`config.mk`:
```
export PLATFORM = sky130hd
export DESIGN_NAME = stringAccel
export DESIGN_NICKNAME = d
export VERILOG_FILES = /design/src/hw/avalonPkg.sv /design/src/hw/stringPkg.sv /design/src/hw/stringRegs.sv /design/src/hw/stringMerge.sv /design/src/hw/stringAccel.sv
export VERILOG_INCLUDE_DIRS = /design/src /design/src/hw
export SDC_FILE = /design/constraint.sdc
export NUM_CORES = 1
export LEC_CHECK = 0
export ABC_CLOCK_PERIOD_IN_PS = 4470
export BUFFER_PORTS_ARGS = -buffer_cell sky130_fd_sc_hd__buf_4
export CORE_UTILIZATION = 55
export CTS_CLUSTER_DIAMETER = 100
export DETAILED_ROUTE_END_ITERATION = 10
export PLACE_DENSITY = 0.72
export SYNTH_ARGS = -nofsm -noshare
export SYNTH_HDL_FRONTEND = slang
export SYNTH_SLANG_ARGS = --single-unit
```
`constraint.sdc`:
```
create_clock -name clk -period 4.47 [get_ports clk]
set_input_delay 0 -clock clk [delete_from_list [all_inputs] [get_ports clk]]
set_output_delay 0 -clock clk [all_outputs]
set_load 0.03 [all_outputs]
```
`src/hw/stringAccel_cfg.svh`:
```
// Build-wide sizes for the string accelerator
// Queue depth, register address width and bus data width
`ifndef STRINGACCEL_CFG_SVH
`define STRINGACCEL_CFG_SVH

// Slots in the operand A queue, kept a power of two
`define QUEUE_DEPTH 16

`define ADDR_WIDTH 3   // Word address into the register map

`define DATA_WIDTH 32  // Avalon data bus

`endif

```
`src/hw/avalonPkg.sv`:
```
// Avalon side types of the string accelerator
// Bus words, register map and control word layout
`default_nettype none
`include "stringAccel_cfg.svh"

package avalonPkg;

   typedef logic [`DATA_WIDTH-1:0] busData_t;   // One bus word
   typedef logic [`ADDR_WIDTH-1:0] busAddr_t;   // Register word address

   // Register map
   typedef enum logic [`ADDR_WIDTH-1:0] {
      regA       = 3'd0,   // Push on write, pop on read
      regB       = 3'd1,
      regControl = 3'd2,
      regResult  = 3'd3    // Read only
   } regAddr_e;

   // Control register as seen on the bus, bit 0 at the bottom
   typedef struct packed {
      logic [15:0] zero;     // Reads as zero
      logic [7:0]  count;    // Queue fill level, read only
      logic [2:0]  length;   // Bytes of B to copy
      logic [2:0]  index;    // First A byte to overwrite
      logic        go;       // Write 1 to start, reads 0
      logic        done;     // Sticky, read only
   } ctrlWord_t;

endpackage

`default_nettype wire

```
`src/hw/stringPkg.sv`:
```
// String engine types
// Characters, operand words, merge job and engine states
`default_nettype none

package stringPkg;

   // One character
   typedef logic [7:0] strByte_t;

   // Four characters, byte 0 in the top bits
   typedef strByte_t [0:3] strWord_t;

   // Byte position or byte count, may point past the word
   typedef logic [2:0] bytePos_t;

   // Everything the engine needs for one merge
   typedef struct packed {
      strWord_t a;        // Word taken from the queue
      strWord_t b;        // Source of the copied bytes
      bytePos_t index;    // First byte of A replaced
      bytePos_t length;   // Number of bytes replaced
   } mergeJob_t;

   // Engine FSM
   typedef enum logic {
      mergeIdle = 1'b0,
      mergeBusy = 1'b1    // Walking bytes 0 to 3
   } mergeState_e;

endpackage

`default_nettype wire

```
`src/hw/stringRegs.sv`:
```
// Avalon register block of the string accelerator
// Operand A queue, B and control registers, result capture and read-back
`timescale 1ns/1ps
`default_nettype none
`include "stringAccel_cfg.svh"

module stringRegs
   import avalonPkg::*, stringPkg::*;
(
   input  logic      clk,
   input  logic      reset,
   input  busAddr_t  address,
   input  busData_t  writeData,
   input  logic      write,
   input  logic      read,
   input  logic      chipSelect,
   input  logic      busy,      // Engine working
   input  logic      finish,    // Result valid this cycle
   input  strWord_t  result,
   output busData_t  readData,  // One cycle after read
   output logic      start,
   output mergeJob_t job
);

   localparam int PtrWidth = $clog2(`QUEUE_DEPTH);
   localparam int CntWidth = $clog2(`QUEUE_DEPTH + 1);   // Must hold 0 to QUEUE_DEPTH

   busData_t            queue [`QUEUE_DEPTH];   // Operand A words
   logic [PtrWidth-1:0] inPtr;                   // Next free slot
   logic [PtrWidth-1:0] outPtr;                  // Oldest word
   logic [CntWidth-1:0] count;

   strWord_t  bReg;
   bytePos_t  indexReg;     // Last written index
   bytePos_t  lengthReg;    // Last written length
   strWord_t  resultReg;
   logic      done;

   logic      wrA, rdA, wrB, wrCtrl;
   logic      queueEmpty, queueFull;
   logic      pushA, popA, goAccept;
   ctrlWord_t ctrlIn, ctrlOut;

   // Address decode, one strobe per register access
   assign wrA    = chipSelect && write && (address == regA);
   assign rdA    = chipSelect && read  && (address == regA);
   assign wrB    = chipSelect && write && (address == regB);
   assign wrCtrl = chipSelect && write && (address == regControl);

   assign ctrlIn     = ctrlWord_t'(writeData);
   assign queueEmpty = (count == '0);
   assign queueFull  = (count == CntWidth'(`QUEUE_DEPTH));

   assign pushA = wrA && !queueFull;   // Write to a full queue is dropped
   // Start already in flight counts as busy, the engine has not seen it yet
   assign goAccept = wrCtrl && ctrlIn.go && !busy && !start;
   assign popA     = (rdA || goAccept) && !queueEmpty;

   // Queue pointers and fill level
   always_ff @(posedge clk or posedge reset) begin
      if (reset) begin
         inPtr  <= '0;
         outPtr <= '0;
         count  <= '0;
      end else begin
         if (pushA) inPtr <= inPtr + 1'b1;     // Wraps with the power of two depth
         if (popA) outPtr <= outPtr + 1'b1;
         count <= count + CntWidth'(pushA) - CntWidth'(popA);
      end
   end

   always_ff @(posedge clk) begin
      if (pushA) queue[inPtr] <= writeData;
   end

   // Host visible registers and sticky done
   always_ff @(posedge clk or posedge reset) begin
      if (reset) begin
         bReg      <= '0;
         indexReg  <= '0;
         lengthReg <= '0;
         resultReg <= '0;
         done      <= 1'b0;
      end else begin
         if (wrB) bReg <= writeData;
         if (wrCtrl) begin               // Kept even when go is refused
            indexReg  <= ctrlIn.index;
            lengthReg <= ctrlIn.length;
         end
         if (finish) begin
            resultReg <= result;
            done      <= 1'b1;
         end else if (goAccept) begin
            done <= 1'b0;                 // New job in progress
         end
      end
   end

   // Start pulse, one cycle after the go write
   always_ff @(posedge clk or posedge reset) begin
      if (reset) start <= 1'b0;
      else       start <= goAccept;
   end

   // Job payload, sampled together with start
   always_ff @(posedge clk) begin
      if (goAccept) begin
         job.a      <= queueEmpty ? '0 : queue[outPtr];   // Empty queue merges into zero
         job.b      <= bReg;
         job.index  <= ctrlIn.index;
         job.length <= ctrlIn.length;
      end
   end

   // Control word for read-back, go always reads 0
   always_comb begin
      ctrlOut        = '0;
      ctrlOut.done   = done;
      ctrlOut.index  = indexReg;
      ctrlOut.length = lengthReg;
      ctrlOut.count  = 8'(count);
   end

   // Registered read mux
   always_ff @(posedge clk or posedge reset) begin
      if (reset) begin
         readData <= '0;
      end else if (chipSelect && read) begin
         case (regAddr_e'(address))
            regA:       readData <= queueEmpty ? '0 : queue[outPtr];   // Pop
            regB:       readData <= bReg;
            regControl: readData <= ctrlOut;
            regResult:  readData <= resultReg;
            default:    readData <= '0;   // Unmapped
         endcase
      end
   end

   // A push into a full queue never raises the fill level past the depth
   assert property (@(posedge clk) disable iff (reset) count <= CntWidth'(`QUEUE_DEPTH));

   // The engine is idle whenever a start reaches it
   assert property (@(posedge clk) disable iff (reset) start |-> !busy);

endmodule

`default_nettype wire

```
`src/hw/stringMerge.sv`:
```
// Byte-serial merge engine
// Overwrites a window of A bytes with B bytes, one byte per cycle
`timescale 1ns/1ps
`default_nettype none

module stringMerge
   import stringPkg::*;
(
   input  logic      clk,
   input  logic      reset,
   input  logic      start,    // One cycle, only while idle
   input  mergeJob_t job,
   output logic      busy,
   output logic      finish,   // With the last byte
   output strWord_t  result
);

   mergeState_e state;
   bytePos_t    byteCnt;    // Byte being written
   mergeJob_t   jobReg;     // Latched on start
   strWord_t    work;       // Bytes 0 to byteCnt-1 already merged

   logic [3:0]  winEnd;     // index + length, up to 14
   logic        inWindow;
   logic [1:0]  bOffset;    // B byte feeding this position
   strByte_t    selByte;

   // Window of replaced positions is index to index+length-1
   assign winEnd   = {1'b0, jobReg.index} + {1'b0, jobReg.length};
   assign inWindow = (byteCnt >= jobReg.index) && ({1'b0, byteCnt} < winEnd);
   assign bOffset  = 2'(byteCnt - jobReg.index);   // Below 4 whenever inWindow holds

   assign selByte = inWindow ? jobReg.b[bOffset] : jobReg.a[byteCnt[1:0]];

   // Working word with the current byte dropped in
   always_comb begin
      result                 = work;
      result[byteCnt[1:0]]   = selByte;
   end

   assign busy   = (state == mergeBusy);
   assign finish = busy && (byteCnt == 3'd3);   // Last byte goes straight out

   // FSM and byte counter
   always_ff @(posedge clk or posedge reset) begin
      if (reset) begin
         state   <= mergeIdle;
         byteCnt <= '0;
      end else begin
         case (state)
            mergeIdle: begin
               if (start) begin
                  state   <= mergeBusy;
                  byteCnt <= '0;
               end
            end
            mergeBusy: begin
               if (byteCnt == 3'd3) begin
                  state   <= mergeIdle;
                  byteCnt <= '0;
               end else begin
                  byteCnt <= byteCnt + 1'b1;
               end
            end
            default: state <= mergeIdle;
         endcase
      end
   end

   // Operand latch and byte write-back
   always_ff @(posedge clk) begin
      if (state == mergeIdle && start) begin
         jobReg <= job;
         work   <= job.a;
      end else if (busy) begin
         work <= result;   // Commit this cycle's byte
      end
   end

   // Finish arrives with the fourth byte, four cycles after the accepted start
   assert property (@(posedge clk) disable iff (reset)
      (state == mergeIdle && start) |-> ##4 finish);

   // Byte counter never leaves the word
   assert property (@(posedge clk) disable iff (reset) busy |-> byteCnt <= 3'd3);

endmodule

`default_nettype wire

```
`src/hw/stringAccel.sv`:
```
// String accelerator top level
// Avalon register block driving the byte merge engine
`timescale 1ns/1ps
`default_nettype none

module stringAccel
   import avalonPkg::*, stringPkg::*;
(
   input  logic     clk,
   input  logic     reset,
   input  busAddr_t address,
   input  busData_t writeData,
   input  logic     write,
   input  logic     read,
   input  logic     chipSelect,
   output busData_t readData
);

   logic      start, busy, finish;
   mergeJob_t job;      // Operands for the next merge
   strWord_t  result;   // Valid with finish

   stringRegs regs0 (
      .clk        (clk),
      .reset      (reset),
      .address    (address),
      .writeData  (writeData),
      .write      (write),
      .read       (read),
      .chipSelect (chipSelect),
      .busy       (busy),
      .finish     (finish),
      .result     (result),
      .readData   (readData),
      .start      (start),
      .job        (job)
   );

   stringMerge merge0 (
      .clk    (clk),
      .reset  (reset),
      .start  (start),
      .job    (job),
      .busy   (busy),
      .finish (finish),
      .result (result)
   );

endmodule

`default_nettype wire

```
==> results of run 1 <==
[per-layer routing]
layer	up-vias	GRT usage, %	wire (um)
met1	8789	39.3	31300
met4	2	9.55	2440
met5	-	0	8
li1	6879	-	-
met2	814	41.5	36200
met3	132	3.79	5870
[through the flow]
| step | hold WS, ps | instance area (um^2) | utilization (%) |
|---|---|---|---|
| 6_report | 53.1 | 35900 | 63.6 |
| 3_5_place_dp | 281 | 33000 | 58.5 |
| 2_1_floorplan | 98.9 | 31500 | - |
| 4_1_cts | 7.65 | 35900 | 63.6 |
| 5_1_grt | 55.7 | 35900 | 63.6 |
| 3_3_place_gp | 280 | 33000 | 58.5 |
[worst min-delay path, cell delays in order]
cell and delay [ps]:
buf_4 120, nand2_1 100, or4_1 130, a31oi_2 110
xnor2_1 150
[kinds of logic (layout without fill, tap and decap cells)]
logic type / after synthesis / count (layout) / share of synthesized area (%)
multiplexers: 302 / 302 / 15.7
other: 0 / 1 / 0
flip-flops: 797 / 797 / 73.9
AND/OR/NAND/NOR: 188 / 188 / 2.75
adder cells (fa/ha/maj): 25 / 25 / 1.04
XOR/XNOR: 12 / 12 / 0.333
buffers and inverters: 115 / 307 / 1.68
AO/OA/AOI/OAI: 203 / 203 / 4.53
[power by group through the flow]
stage	combinational, uW	sequential, uW	clock, uW
CTS	4480	9410	6600
detailed placement	4430	9550	0
global route	4780	9460	6890
global placement	4330	9540	0
floorplan	3270	9180	0
finish	4500	9420	6530
[area by class of cell]
class,instances,area share [%]
flip-flops and latches,797,65.0
multi-input cells,730,21.8
clock buffers,109,6.10
repair buffers,139,3.28
well taps,756,2.63
clock inverters,37,0.975
inverters,22,0.251
diodes,1,0.00697
[Yosys cell counts (14+ instances only)]
library cell and instances:
edfxtp_1 676, mux4_2 144, dfrtp_1 121, mux2_2 106, nand2_1 87, o221ai_1 60, mux2i_1 52, clkbuf_1 47
a21oi_1 44, nor2_1 40, o21ai_0 36, a22oi_1 32, nand2b_1 28, ha_1 23, inv_1 22, buf_1 18
buf_2 15, and2_1 14
[final timing paths]
path / endpoint / start
setup / recovery: merge0.work[19]$_DFFE_PP_ / merge0.byteCnt[1]$_DFFE_PP0P_
hold / removal: regs0.inPtr[0]$_DFFE_PP0P_ / write
setup reg to reg: merge0.work[19]$_DFFE_PP_ / merge0.byteCnt[1]$_DFFE_PP0P_
hold reg to reg: merge0.jobReg[14]$_DFFE_PP_ / regs0.job[14]$_DFFE_PP_
max in group asynchronous: regs0.outPtr[0]$_DFFE_PP0P_ / reset
min in group asynchronous: regs0.bReg[22]$_DFFE_PP0P_ / reset
[timing repair]
| item | in CTS | in global routing |
|---|---|---|
| endpoints found under the setup margin | 0 | 0 |
| endpoints found under the hold margin | 656 | 0 |
| hold buffers | 34 | 0 |
[registers in the layout (all words and copies together) (netlist names), 4 cells and up]
name / flops
regs0.job: 70
regs0.inPtr: 4
merge0.work: 24
regs0.readData: 32
merge0.jobReg: 70
regs0.outPtr: 4
regs0.count: 5
regs0.bReg: 32
regs0.queue: 512
regs0.resultReg: 32
[layout by cell type (no fill, tap or decap), types with 4 or more instances in the layout]
cell type	count
a22oi_1	32
bufinv_16	5
clkbuf_16	80
clkbuf_8	8
dlygate4sd3_1	34
clkinv_1	17
ha_1	23
o21ai_0	36
nand2_1	86
clkinv_2	8
a21oi_1	44
buf_12	4
xnor2_1	10
and2_1	14
mux2i_1	52
inv_1	19
nor3_2	4
mux4_2	144
a22o_1	12
edfxtp_1	676
a211oi_1	12
buf_4	101
inv_6	4
nor2_4	12
mux2_2	106
clkbuf_1	21
nor2_1	27
o221ai_1	60
dfrtp_1	117
nand2b_1	28
==> flow_summary.toml, run 1 <==
[yosys]
synth_area_leader_cell = "edfxtp_1"
synth-seq-area-share_pct = 73.9
syn_nets = 1707
synth_top_area_share_pct = 64.3
ys_ff_latch = 797
synth_cell_type_count = 41
synth.area.top_cells = "edfxtp_1 64%, mux4_2 10%, dfrtp_1 9.6%"
synth_ff_type = "edfxtp_1"
async_flop_share_pct = 15.2
ys_warn_count = 0
postSynthCellCount = 1642
syn_area_um2 = 31500
synth_edf_count = 676
synth.avg_cell_area_um2 = 19.2

[sta]
setup_viol = 0
timing.fmax_mhz = 290
tightest_slew_ps = 1190
finalCritPeriodShare_pct = 77.2
final.setup_skew_ps = 31.7
rsz0062_at_grt = "no"
drv_slew = 0
fin_ws_ps = 1020
relSlewSlack_pct = 20.5
finalCriticalPeriod_ps = 3450
final_hold_viol_count = 0
setup_tns_ps = 0

[flow_run]
drv_cap = 0

[floorplanning]
die_w_um = 241
core-area_um2 = 56500
io_pins = 72
num_rows = 87
dieArea_um2 = 58300
initial_core_util_pct = 55.8
die_h_um = 241

[layout]
regArea_um2 = 23300
multi_input_area_um2 = 7830
syn2layout_area_growth_pct = 13.9
fin_cells = 2591
final_nets = 1835
fillerInstances = 3760
layout-drive-gt1-share_pct = 26.9

[placed_design]
post-place-ws_ps = 1130
dp.cells = 2410
dp_hpwl_um = 47100
globalplace.congestion = 0.867
io_buffers = 71

[worst_setup_path]
end_kind = "register"
worstPathRequired_ps = 4780
reg2reg_slack_ps = 1020
max_stage_delay_ps = 880
cp_num_buf_inv = 0
r2r_cells = 5
critPathTopFamily = "multiplexers"
worstPathArrival_ps = 3760
slowest_stage = "xnor2_1"
worstSetupPathDepth = 5
start_kind = "register"
crit_type = "register to register"
crit_fanout = 13
cp_cell_sequence = "ha_1 -> xnor2_1 -> mux4_2 -> mux2i_1 -> o221ai_1"

[global_routing]
grt_pass1_vias = 16499
grt-ovfl-total = 0
antenna_found_initial = 6
track_usage_pct = 26.8
grt_first_pass_wirelength_um = 111000
grt_max_degree = 99

[clocking]
clkLatencyLatePin_ps = 630
clock_path_buffers = 3
cts_resized = 0
cts_tree = "built"
cts_num_sinks = 797
htreeDepth = 3
post_cts_buffers = 0
cts_inserted_buffers = 80
clk_pin_slew_worst_paths_ps = 60
cts-root-buf = "clkbuf_16"

[power_and_ir_drop]
pwr-share-comb_pct = 22.0
totalPowerFinal_uw = 20400
p_per_area_nw_per_um2 = 569
power.switching_uw = 5910
total_leakage_power_uw = 0.0121
p_int_uw = 14500
p_clk_share_pct = 31.9
irDropWorstVdd_uv = 347
pwr-share-seq_pct = 46.1
p_sw_share_pct = 28.9

[hold_path]
min_path_cells = 5
hold_class = "input pin to register"

[drt]
drc_errors = 0
vias = 16616
ant_nets = 0
wl_per_cell_um = 29.3
drt_iter0_drc = 2046
avgViaCountPerCell = 6.41
routed_wl_um = 75800
drtPass1Iterations = 5

[run_status]
status = "finished clean"
Power figures use the tool's default switching activity.
==> inputs of run 2 (changes only) <==
ABC_CLOCK_PERIOD_IN_PS = 3200   (was 4470)
clock period = 3.2 ns   (was 4.47 ns; I/O delays follow)
==> run 2 against run 1 <==
Flip-flop and latch count unchanged. Via count grew 0.60%. Sequential power grew 38%. Clock skew fell by 8.7 ps. Core utilization up 1.3 points. First-iteration DRC count decreased by 9.8%. Total power up 42%. Clock-buffer cell count is 2 higher. Die area is the same. Wire length is 0.54% higher. Design area rose by 2.0%. Critical path type unchanged. Largest cell class unchanged. Highest routed layer is now met4.
==> flow_summary.toml, run 2 (synthesis gave the netlist of run 1 again) <==
[sta]
setup_viol = 0
finalCritPeriodShare_pct = 96.6
timing.fmax_mhz = 324
tightest_slew_ps = 1130
whs_ps = 33.0
rsz0062_at_grt = "yes"
setup_tns_ps = 0
finalCriticalPeriod_ps = 3090
final.setup_skew_ps = 23.0
drv_slew = 0
fin_ws_ps = 109
relSlewSlack_pct = 24.6
final_hold_viol_count = 0

[power_and_ir_drop]
total_leakage_power_uw = 0.0124
irDropWorstVdd_uv = 597
p_per_area_nw_per_um2 = 792

[flow_run]
drv_cap = 0

[clocking]
clkLatencyLatePin_ps = 620
cts-root-buf = "clkbuf_16"
post_cts_buffers = 0
clock_path_buffers = 3
cts_tree = "built"
htreeDepth = 3
cts_inserted_buffers = 79
clk_pin_slew_worst_paths_ps = 60
cts_num_sinks = 797

[layout]
final_cell_mix = "676 x edfxtp_1, 144 x mux4_2, 126 x buf_4"
design_area_um2 = 36600
max_flop_register = "regs0.queue"
layout-drive-gt1-share_pct = 29.7
syn2layout_area_growth_pct = 16.1
final_nets = 1879
final_util_pct = 64.9
layout_commonest_cell = "edfxtp_1"
reg.largest.list = "regs0.queue (512), merge0.jobReg (70), regs0.job (70)"
regArea_um2 = 23300
multi_input_area_um2 = 7890
fillerInstances = 3706
largest_register_ffs = 512
diodes = 0

[worst_setup_path]
crit_top_cell = "ha_1"
crit_fanout = 8
crit_type = "register to register"
start_kind = "register"
slowest_stage = "edfxtp_1"
worstPathRequired_ps = 3530
critPathTopFamily = "adder cells"
end_kind = "register"
cp_num_buf_inv = 1
max_stage_delay_ps = 410
worstPathArrival_ps = 3420
cp_cell_sequence = "ha_1 -> fa_1 -> xnor2_1 -> ha_1 -> a21o_1 -> a31oi_1 -> o22ai_4 -> buf_4 -> mux2i_2 -> o221ai_1"

[floorplanning]
io_pins = 72
die_w_um = 241
num_rows = 87
dieArea_um2 = 58300
initial_core_util_pct = 55.8
die_h_um = 241
core-area_um2 = 56500

[drt]
drc_errors = 0
ant_nets = 0
drt_iter0_drc = 1846
routed_wl_um = 76200
drtPass1Iterations = 6
vias = 16716
avgViaCountPerCell = 6.34
wl_per_cell_um = 28.9

[placed_design]
dp_hpwl_um = 48600
globalplace.congestion = 0.887
io_buffers = 71
post-place-ws_ps = 36.7
placed_area_um2 = 33700

[global_routing]
antenna_found_initial = 0
grt_pass1_vias = 16912
grt_first_pass_wirelength_um = 112000
track_usage_pct = 27.1
grt-ovfl-total = 0
grt_max_degree = 61

[hold_path]
hold_class = "input pin to register"

[run_status]
status = "finished clean"
==> run 2: report_power, final <==
group          switching, uW  internal, uW  total (uW)  leakage, uW
Clock                   3860          5410        9270      0.00130
Sequential               803         12200       13000      0.00761
Combinational           3620          3140        6760      0.00353
==> run 2: final cells by class <==
| cell class | count | share of cell area [%] |
|---|---|---|
| repair buffers | 184 | 4.82 |
| clock buffers | 111 | 6.23 |
| clock inverters | 37 | 0.895 |
| well taps | 756 | 2.58 |
| multi-input cells | 730 | 21.5 |
| inverters | 22 | 0.242 |
| flip-flops and latches | 797 | 63.7 |
==> run 2: path summary, 6_finish.rpt <==
check	startpoint	endpoint	slack, ps	cells after the start
max	merge0.jobReg[3]$_DFFE_PP_	merge0.work[31]$_DFFE_PP_	110	10
min	address[2]	regs0.readData[26]$_DFFE_PP0P_	30	5
max reg2reg	merge0.jobReg[3]$_DFFE_PP_	merge0.work[31]$_DFFE_PP_	110	10
min reg2reg	regs0.job[42]$_DFFE_PP_	merge0.jobReg[42]$_DFFE_PP_	410	0
max in group asynchronous	reset	regs0.readData[7]$_DFFE_PP0P_	2250	4
min in group asynchronous	reset	regs0.readData[15]$_DFFE_PP0P_	120	3
==> run 2: worst register-to-register path: stages, from the launching register on <==
cell,delay (ps)
edfxtp_1,410
ha_1,230
fa_1,400
xnor2_1,190
ha_1,270
a21o_1,160
a31oi_1,250
o22ai_4,110
buf_4,230
mux2i_2,390
o221ai_1,180
==> run 2: layer usage <==
metal,routed length (um),vias up,GRT usage (%)
met5,0,-,0
met4,2520,0,10.3
met3,5590,129,4.28
met2,37200,812,43.3
met1,30900,8793,38.0
li1,-,6982,-
==> run 2: what timing repair did <==
action	CTS	global route
hold buffers	34	0
endpoints found under the hold margin	588	0
endpoints found under the setup margin	0	20
resized for setup	0	7
==> run 2: through the flow <==
stage / instances / total power (uW)
detailed placement: 2455 / 19800
global route: 2637 / 30000
global placement: 2455 / 19600
finish: 2637 / 29000
floorplan: 1642 / 17400
CTS: 2637 / 29000
==> inputs of run 3 (changes only) <==
CORE_UTILIZATION = 45   (was 55)
PLACE_DENSITY = 0.62   (was 0.72)
==> run 3 against run 2 <==
Wire length increased by 1.1%. Design area increased by 0.31%. Sequential share of layout area decreased by 0.20 points. Core utilization decreased by 12 points. Clock power about the same. Die area increased by 22%. Total power decreased by 0.61%. Setup slack improved by 87 ps. Non-clock buffer count decreased by 8. Sequential power about the same. Critical endpoint is now merge0.work[18]$_DFFE_PP_.
==> flow_summary.toml, run 3 (synthesis gave the netlist of run 1 again) <==
[global_routing]
grt_first_pass_wirelength_um = 114000
antenna_found_initial = 2
grt_max_degree = 73
grt_pass1_vias = 16720
grt-ovfl-total = 0
track_usage_pct = 22.2

[placed_design]
dp_hpwl_um = 49800
globalplace.congestion = 0.890
io_buffers = 71

[worst_setup_path]
critPathTopFamily = "adder cells"
worstPathArrival_ps = 3340
crit_top_cell = "ha_1"
crit_type = "register to register"
cp_cell_sequence = "ha_1 -> fa_1 -> xnor2_1 -> ha_1 -> a21o_1 -> a31oi_1 -> o22ai_4 -> buf_12 -> mux2i_2 -> o221ai_1"
worstPathRequired_ps = 3540
start_kind = "register"
end_kind = "register"
slowest_stage = "edfxtp_1"
cp_num_buf_inv = 1
crit_fanout = 8
max_stage_delay_ps = 400

[clocking]
cts_tree = "built"
cts_num_sinks = 797
clk_pin_slew_worst_paths_ps = 60
cts_inserted_buffers = 81
clock_path_buffers = 3
cts-root-buf = "clkbuf_16"
htreeDepth = 3
clkLatencyLatePin_ps = 610

[layout]
final_nets = 1873
final_cell_mix = "676 x edfxtp_1, 144 x mux4_2, 119 x buf_4"
reg.largest.list = "regs0.queue (512), merge0.jobReg (70), regs0.job (70)"
max_flop_register = "regs0.queue"
layout_commonest_cell = "edfxtp_1"
largest_register_ffs = 512
syn2layout_area_growth_pct = 16.5
layout-drive-gt1-share_pct = 29.0

[floorplanning]
dieArea_um2 = 71200
core-area_um2 = 68900
die_w_um = 267
die_h_um = 267
io_pins = 72
initial_core_util_pct = 45.8
num_rows = 96

[sta]
final_hold_viol_count = 0
whs_ps = 51.6
final.setup_skew_ps = 23.8
timing.fmax_mhz = 333
setup_tns_ps = 0
relSlewSlack_pct = 22.8
drv_slew = 0
rsz0062_at_grt = "no"
finalCritPeriodShare_pct = 93.9
setup_viol = 0
finalCriticalPeriod_ps = 3000
tightest_slew_ps = 1160

[drt]
vias = 16238
drtPass1Iterations = 5
drt_iter0_drc = 1451
wl_per_cell_um = 27.5
ant_nets = 0
routed_wl_um = 77100
drc_errors = 0
avgViaCountPerCell = 5.79

[run_status]
status = "finished clean"

[power_and_ir_drop]
irDropWorstVdd_uv = 447
p_per_area_nw_per_um2 = 785
total_leakage_power_uw = 0.0124

[hold_path]
hold_class = "input pin to register"

[flow_run]
drv_cap = 0
run 3: final timing paths:
check	startpoint	end	slack (ps)	cells after the start
min in group asynchronous	reset	regs0.bReg[15]$_DFFE_PP0P_	130	3
hold / removal	read	regs0.readData[13]$_DFFE_PP0P_	50	5
hold reg to reg	regs0.job[7]$_DFFE_PP_	merge0.jobReg[7]$_DFFE_PP_	420	0
max in group asynchronous	reset	regs0.outPtr[0]$_DFFE_PP0P_	2290	4
setup reg to reg	merge0.jobReg[3]$_DFFE_PP_	merge0.work[18]$_DFFE_PP_	200	10
setup / recovery	merge0.jobReg[3]$_DFFE_PP_	merge0.work[18]$_DFFE_PP_	200	10
run 3: stage by stage:
stage          util (%)  instance area (um^2)  setup slack, ps  instances  total power (uW)
3_3_place_gp       49.0                 33800              166       2621             19600
2_1_floorplan         -                 31600              283       1642             17400
6_report           53.3                 36800              196       2803             28800
5_1_grt            53.3                 36800             11.8       2802             29900
4_1_cts            53.2                 36700             5.85       2801             29000
3_5_place_dp       49.0                 33800             25.5       2621             19700
run 3: layout make-up:
| cell class | count | area [um^2] |
|---|---|---|
| clock buffers | 118 | 2310 |
| fillers | 5451 | 32200 |
| flip-flops and latches | 797 | 23300 |
| repair buffers | 176 | 1690 |
| inverters | 22 | 88.8 |
| diodes | 1 | 2.50 |
| multi-input cells | 730 | 7880 |
| well taps | 931 | 1160 |
| clock inverters | 28 | 280 |
run 3: worst register-to-register path: cells and delay by family (launching register included):
| kind | cells | cell delay [ps] |
|---|---|---|
| flip-flops | 1 | 400 |
| AO/OA/AOI/OAI | 4 | 720 |
| adder cells (fa/ha/maj) | 3 | 900 |
| XOR/XNOR | 1 | 140 |
| multiplexers | 1 | 390 |
| buffers and inverters | 1 | 170 |
run 3: power by group:
group / leakage, uW / switching [uW] / internal [uW]
clock network: 0.00126 / 3840 / 5410
logic: 0.00349 / 3570 / 3030
registers: 0.00761 / 803 / 12200
total: 0.0124 / 8210 / 20600
run 3: per-layer routing:
metal | track usage (%) | share of wire (%)
met1 | 31.8 | 44
met2 | 35.4 | 48
met3 | 3.18 | 5.4
met4 | 6.76 | 2.3
met5 | 0 | 0.027
run 3: repair_timing:
item,in CTS,in global routing
buffers inserted,0,1
endpoints found under the setup margin,0,31
endpoints found under the hold margin,587,0
hold buffers,34,0
gates resized for setup,0,7
